$ cat config.mk
export PLATFORM = sky130hd
export DESIGN_NAME = tx_iq_regs
export DESIGN_NICKNAME = d
export VERILOG_FILES = /design/src/tx_iq_pkg.sv /design/src/tx_iq_regs.sv
export SDC_FILE = /design/constraint.sdc
export NUM_CORES = 1
export LEC_CHECK = 0
export BUFFER_PORTS_ARGS = -buffer_cell sky130_fd_sc_hd__buf_2
export CORE_UTILIZATION = 38
export DETAILED_ROUTE_END_ITERATION = 8
export GPL_ROUTABILITY_DRIVEN = 0
export GPL_TIMING_DRIVEN = 0
export HOLD_SLACK_MARGIN = 0.02
export PLACE_DENSITY = 0.85
export SLEW_MARGIN = 20
export SYNTH_ARGS = -nofsm -noshare
export SYNTH_HDL_FRONTEND = slang
export SYNTH_SLANG_ARGS = --single-unit
$ cat constraint.sdc
create_clock -name clk -period 1.5 [get_ports clk]
set_clock_uncertainty 0.1 [all_clocks]
set_input_delay 0.075 -clock clk [delete_from_list [all_inputs] [get_ports clk]]
set_output_delay 0.075 -clock clk [all_outputs]
set_load 0.01 [all_outputs]
$ cat src/tx_iq_pkg.sv
// Transmit I/Q interface package with sample types, scaling constants and register map
package tx_iq_pkg;

    typedef logic signed [15:0] iq_t;       // One I or Q component
    typedef logic        [31:0] iq_pair_t;  // Q in [31:16], I in [15:0]
    typedef logic signed [9:0]  gain_t;     // 128 is unity
    typedef logic signed [5:0]  tap_t;      // 32 is unity
    typedef logic        [9:0]  count_t;    // FIFO fill and hold threshold

    // Product right shifts
    localparam int GAIN_SHIFT = 7;
    localparam int TAP_SHIFT  = 5;

    // APB register offsets
    localparam logic [3:0] REG_THRESHOLD = 4'h0;
    localparam logic [3:0] REG_GAIN      = 4'h4;
    localparam logic [3:0] REG_FUZZ      = 4'h8;  // Taps and rotate flags
    localparam logic [3:0] REG_STATUS    = 4'hC;  // Read only

    // REG_FUZZ field positions
    localparam int FUZZ_TAP1_LSB = 0;
    localparam int FUZZ_ROT1_BIT = 6;
    localparam int FUZZ_TAP2_LSB = 8;
    localparam int FUZZ_ROT2_BIT = 14;

    // REG_STATUS empty flag
    localparam int STATUS_EMPTY_BIT = 16;

    // Register reset values
    localparam count_t THRESHOLD_RST = 10'd400;
    localparam gain_t  GAIN_RST      = 10'sd128;
    localparam tap_t   TAP_RST       = 6'sd0;

endpackage

$ cat src/tx_iq_regs.sv
// APB register file holding hold threshold, gain and fuzzer taps, with FIFO status readback
module tx_iq_regs (
    input  logic                clk,
    input  logic                rstn,
    input  logic [3:0]          paddr,
    input  logic                psel,
    input  logic                penable,
    input  logic                pwrite,
    input  logic [31:0]         pwdata,
    output logic [31:0]         prdata,
    output logic                pready,
    output logic                pslverr,
    input  tx_iq_pkg::count_t   fifo_count,
    input  logic                fifo_empty,
    output tx_iq_pkg::count_t   tx_hold_threshold,
    output tx_iq_pkg::gain_t    bb_gain,
    output tx_iq_pkg::tap_t     bb_gain1,
    output logic                bb_gain1_rot90,
    output tx_iq_pkg::tap_t     bb_gain2,
    output logic                bb_gain2_rot90
);

    logic access;    // APB access phase
    logic addr_ok;
    logic bad_acc;
    logic wr_en;

    assign access  = psel & penable;
    assign addr_ok = (paddr == tx_iq_pkg::REG_THRESHOLD) || (paddr == tx_iq_pkg::REG_GAIN) ||
                     (paddr == tx_iq_pkg::REG_FUZZ) || (paddr == tx_iq_pkg::REG_STATUS);
    assign bad_acc = ~addr_ok | (pwrite & (paddr == tx_iq_pkg::REG_STATUS));

    assign pready  = 1'b1;                  // No wait states
    assign pslverr = access & bad_acc;
    assign wr_en   = access & pwrite & ~bad_acc;

    always_ff @(posedge clk) begin
        if (!rstn) begin
            tx_hold_threshold <= tx_iq_pkg::THRESHOLD_RST;
            bb_gain           <= tx_iq_pkg::GAIN_RST;
            bb_gain1          <= tx_iq_pkg::TAP_RST;
            bb_gain1_rot90    <= 1'b0;
            bb_gain2          <= tx_iq_pkg::TAP_RST;
            bb_gain2_rot90    <= 1'b0;
        end else if (wr_en) begin
            case (paddr)
                tx_iq_pkg::REG_THRESHOLD: tx_hold_threshold <= pwdata[9:0];
                tx_iq_pkg::REG_GAIN:      bb_gain <= tx_iq_pkg::gain_t'(pwdata[9:0]);
                tx_iq_pkg::REG_FUZZ: begin
                    bb_gain1       <= tx_iq_pkg::tap_t'(pwdata[tx_iq_pkg::FUZZ_TAP1_LSB +: 6]);
                    bb_gain1_rot90 <= pwdata[tx_iq_pkg::FUZZ_ROT1_BIT];
                    bb_gain2       <= tx_iq_pkg::tap_t'(pwdata[tx_iq_pkg::FUZZ_TAP2_LSB +: 6]);
                    bb_gain2_rot90 <= pwdata[tx_iq_pkg::FUZZ_ROT2_BIT];
                end
                default: ;
            endcase
        end
    end

    // Readback mux, status is live
    always_comb begin
        prdata = '0;
        case (paddr)
            tx_iq_pkg::REG_THRESHOLD: prdata[9:0] = tx_hold_threshold;
            tx_iq_pkg::REG_GAIN:      prdata[9:0] = bb_gain;
            tx_iq_pkg::REG_FUZZ: begin
                prdata[tx_iq_pkg::FUZZ_TAP1_LSB +: 6] = bb_gain1;
                prdata[tx_iq_pkg::FUZZ_ROT1_BIT]      = bb_gain1_rot90;
                prdata[tx_iq_pkg::FUZZ_TAP2_LSB +: 6] = bb_gain2;
                prdata[tx_iq_pkg::FUZZ_ROT2_BIT]      = bb_gain2_rot90;
            end
            tx_iq_pkg::REG_STATUS: begin
                prdata[9:0]                          = fifo_count;
                prdata[tx_iq_pkg::STATUS_EMPTY_BIT] = fifo_empty;
            end
            default: ;
        endcase
    end

endmodule

Yosys cells after proc, flatten, opt, wreduce, memory -nomap -nowiden
Index checks and enable logic that the tools add are counted.

Equal/unequal tests: 3. Mux-type cells: 5. Bitwise gates (word level): 8. Reduce and logical (&&, ||, !) cells: 7.

Operators by type and width (number): 7-bit case mux with 4 select lines (1); 4-bit equality test (second input constant) (2); 2-bit case mux with 4 select lines (1); 2-bit AND reduction (3); 1-bit bitwise AND (5); 5-bit two-way mux (1); 4-bit by 3-bit equality test with 1-bit output (second input constant) (1); 4-bit logical NOT (1); 1-bit logical OR (3); 1-bit case mux with 3 select lines (1); 1-bit inverter (2); 1-bit two-way mux (1); 1-bit OR (1).

Bits in registers: 34. Output and inout bits: 68. Word-level logic and storage cells: 29.

Logic depth before layout (Yosys ltp)
Depth in word-level cells: 9. Mapped depth: 6. Mapped depth without buffers: 3.

Worst setup path before layout
OpenSTA, ideal clock, no wires.

Path kind: in2reg. Start point: input port paddr[2]. End point: register bb_gain1[5]. Setup time: 0.072 ns. Arrival time: 1.211 ns. Setup slack: 0.117 ns. Cell stages on the path: 6. Path through: buf_2 -> nor4b_4 -> and4_1 -> buf_2 -> buf_6 -> mux2i_1.

Cells in the longest elaborated chain, start to end: 9. Elaborated cells on any way between the ends: 13. Those cells by class: eq/ne (3); bitwise (5); reduce/logical (5).

Ends and longest elaborated chain: start, declared (RTL line tx_iq_regs.sv:5) `input logic [3:0] paddr,`; 4-bit by 3-bit equality test with 1-bit output or 4-bit logical NOT (tied branches) (RTL line tx_iq_regs.sv:29) `assign addr_ok = (paddr == tx_iq_pkg::REG_THRESHOLD) || (paddr == tx_iq_pkg::REG_GAIN) ||`; 1-bit logical OR (2 in a row) (RTL line tx_iq_regs.sv:29); 1-bit logical OR (RTL line tx_iq_regs.sv:30) `(paddr == tx_iq_pkg::REG_FUZZ) || (paddr == tx_iq_pkg::REG_STATUS);`; 1-bit inverter (RTL line tx_iq_regs.sv:31) `assign bad_acc = ~addr_ok | (pwrite & (paddr == tx_iq_pkg::REG_STATUS));`; 1-bit OR (RTL line tx_iq_regs.sv:31); 1-bit inverter (RTL line tx_iq_regs.sv:35) `assign wr_en = access & pwrite & ~bad_acc;`; 1-bit bitwise AND (RTL line tx_iq_regs.sv:35); 2-bit AND reduction (no source line) (*); end signal, assigned (RTL line tx_iq_regs.sv:41) `bb_gain1 <= tx_iq_pkg::TAP_RST;`; end signal, assigned (RTL line tx_iq_regs.sv:50) `bb_gain1 <= tx_iq_pkg::tap_t'(pwdata[tx_iq_pkg::FUZZ_TAP1_LSB +: 6]);`; end, declared (RTL line tx_iq_regs.sv:17) `output tx_iq_pkg::tap_t bb_gain1,`.

Every way passes the cells marked *; elsewhere a longest branch is shown, timed or not. A chain may end at the register's enable or synchronous reset.

Worst setup path in the final report
Start point: register bb_gain[8]. End point: output port prdata[8].

Cells in the longest elaborated chain, start to end: 1.

Ends and longest elaborated chain: start, declared (RTL line tx_iq_regs.sv:16) `output tx_iq_pkg::gain_t bb_gain,`; start signal, assigned (RTL line tx_iq_regs.sv:40) `bb_gain <= tx_iq_pkg::GAIN_RST;`; start signal, assigned (RTL line tx_iq_regs.sv:48) `tx_iq_pkg::REG_GAIN: bb_gain <= tx_iq_pkg::gain_t'(pwdata[9:0]);`; 2-bit case mux with 4 select lines (RTL line tx_iq_regs.sv:63) `case (paddr)`; end, declared (RTL line tx_iq_regs.sv:10) `output logic [31:0] prdata,`.

Every way passes these cells.

==> flow_summary.ini <==
[status]
status = finished, violations left
violations = negative setup slack

[sta]
finalSetupViolations = 7
finalHoldViolations = 0
worst_pin_slew_ps = 616
finalMaxSlewViolations = 0
rsz0062_at_grt = true
fmax_ghz = 0.650
finalSetupTns_ps = -120
whs_ps = 148
period_needed_ps = 1540
fin_ws_ps = -38.7
slew_headroom_pct = 59.0
final.period_utilization_pct = 103

[synthesis]
async_flop_share_pct = 0
synth_common_cells = nand2_1 (45), dfxtp_1 (34), mux2i_1 (34), buf_4 (18), nor2b_1 (15)
synthCells = 191
synthFlopType = dfxtp_1
synth.cell_area_mm2 = 0.00185
ys_seq_elements = 34
synth_top_cell_area_share_pct = 36.8
synth_cell_types = 22
ys_seq_area_share_pct = 36.8
syn_area_per_cell_um2 = 9.70
yosysWarnings = 0
synth_area_leaders = dfxtp_1 (37%), mux2i_1 (18%), mux4_2 (11%), nand2_1 (9.1%), buf_4 (7.3%)
yosysMostFrequentCell = nand2_1
synth_top_area_cell = dfxtp_1
synth_edf_count = 0

[hold_path]
hold_depth = 3
min_from = rstn
hold_path.class = primary input to flop
min_delay_worst_endpoint = bb_gain[7]

[global_route]
grt_first_pass_wirelength_um = 8110
busiest_layer = met2
grt_max_degree = 11
grt_util_met3_pct = 4.36
antenna_found_initial = 0
grt_usage_pct = 21.1
overflow = 0
first_global_vias = 1744
gr-usage-met2_pct = 40.4
grt_util_met1_pct = 23.1

[pwr]
leakagePower_nw = 1.46
power.density_mw_per_mm2 = 660
ir_worst_vdd_v = 0.000472

[critical_path]
worst_ep_arrival_time_ps = 1360
setup.worst_path.start = bb_gain[8]
rr_startpoint = tx_hold_threshold[4]
cp_cell_sequence = mux4_2 > nor2b_1 > buf_2
max_stage_delay_ps = 470
cpLargestDelayFamily = multiplexers
path_max_fanout = 2
critPathSlowestCell = mux4_2
critical_path_class = flop to output port
end_kind = output port
ff2ff_path_depth = 3
required_ps = 1320
start_kind = flop
r2r_end = tx_hold_threshold[4]
cp_num_buf_inv = 1
regToRegSetupSlack_ps = 630

[final_layout]
drive_gt1_share_pct = 52.8
syn_to_final_growth_pct = 54.6
diodes = 0
final_cells = 391
finish.net_count = 388

[drt]
vias_per_cell = 4.75
detailroute.via_count = 1858
drtIter0Drc = 38
drt_drc_violations_left = 0
routedWlPerCell_um = 14.2
drt_wl_total_um = 5540
dr.pass1.iters = 4
ant_nets = 0

[clock_network]
cts_max_level = 2
clockRootBuffer = clkbuf_8
path_clk_slew_ps = 70
cts.sinks = 34
cts_tree = built
clk_path_buf_depth = 2
clock_latency_ps = 270
cts_buffers = 5

[floorplanning]
ios = 120
dieArea_mm2 = 0.00516
die_h_um = 71.8
die_x_um = 71.8
initial_core_util_pct = 39.5
core_region_area_mm2 = 0.00469
num_rows = 25

[flow_run]
drv_cap = 0

[place]
port_buffers = 82
dp.cells = 342
dp_hpwl_um = 3590
==> state kept, by name, summed over array words and instances, names as in the netlist <==
name / flops
bb_gain: 10
bb_gain1: 6
bb_gain1_rot90: 1
bb_gain2: 6
bb_gain2_rot90: 1
tx_hold_threshold: 10
==> report_power, final <==
group / switching, mW / leakage (nW) / internal (mW)
sequential: 0.00223 / 0.285 / 0.906
clock: 0.315 / 0.0482 / 0.370
combinational: 0.143 / 1.13 / 0.154
total: 0.461 / 1.46 / 1.43
==> cell usage in the layout, fill, tap and decap left out, drive strengths merged, types with 4 or more instances in the layout <==
cell / n
dfxtp: 34
clkbuf: 15
nor2: 4
dlygate4sd3: 15
and2: 5
buf: 132
conb: 17
nand2: 45
mux2i: 34
nor2b: 15
mux4: 9
==> cells by family (layout without fill, tap and decap cells) <==
| kind of cell | after synthesis | after routing | synth area share [%] |
|---|---|---|---|
| AOI/OAI and AO/OA | 2 | 2 | 0.744 |
| buffers and inverters | 32 | 163 | 11.2 |
| DFF | 34 | 34 | 36.8 |
| muxes | 44 | 44 | 29.9 |
| other | 2 | 17 | 0.406 |
| and+or+nand+nor | 77 | 77 | 20.9 |
==> layer usage <==
layer	part of all wire (%)	routed length, um
met1	41	2290
met2	52	2860
met3	6.6	365
met4	0.56	31
met5	0	0
==> metrics by stage <==
step	utilization (%)	instance area [um2]	worst slack (ps)	total power, mW
after floorplan	-	1910	117	1.09
after global placement	50.9	2390	-206	1.18
after detailed placement	50.9	2390	-256	1.18
after CTS	60.1	2820	-32.0	1.91
after global routing	61.0	2860	-74.1	1.97
final	61.0	2860	-38.7	1.89
==> cell type report <==
type,instances,area (um2)
plain buffers,32,216
clock buffers,7,86.3
clock inverters,1,5.00
fillers,392,1830
multi-input cells,140,1020
flip-flops and latches,34,712
well taps,54,67.6
repair buffers,123,756
==> worst max-delay path by stage <==
stage / slack [ps] / cells past startpoint / to
global route: -70 / 3 / prdata[9]
finish: -40 / 3 / prdata[8]
floorplan: 120 / 6 / bb_gain1[5]
detailed placement: -260 / 6 / bb_gain2[4]
CTS: -30 / 3 / prdata[1]
global placement: -210 / 6 / bb_gain1[5]
==> worst reg2reg max path, stage by stage (launching register included) <==
cell	delay, ps
dfxtp_2	330
buf_4	130
nor2b_1	110
mux2i_1	80
==> repair_timing <==
item,in CTS,in global routing
setup endpoints to repair,9,14
pin swaps,0,1
setup buffers,21,5
resized for setup,25,5
hold buffers,15,0
gates cloned,0,0
hold endpoints to repair,34,0
(Power assumes the default switching activity.)
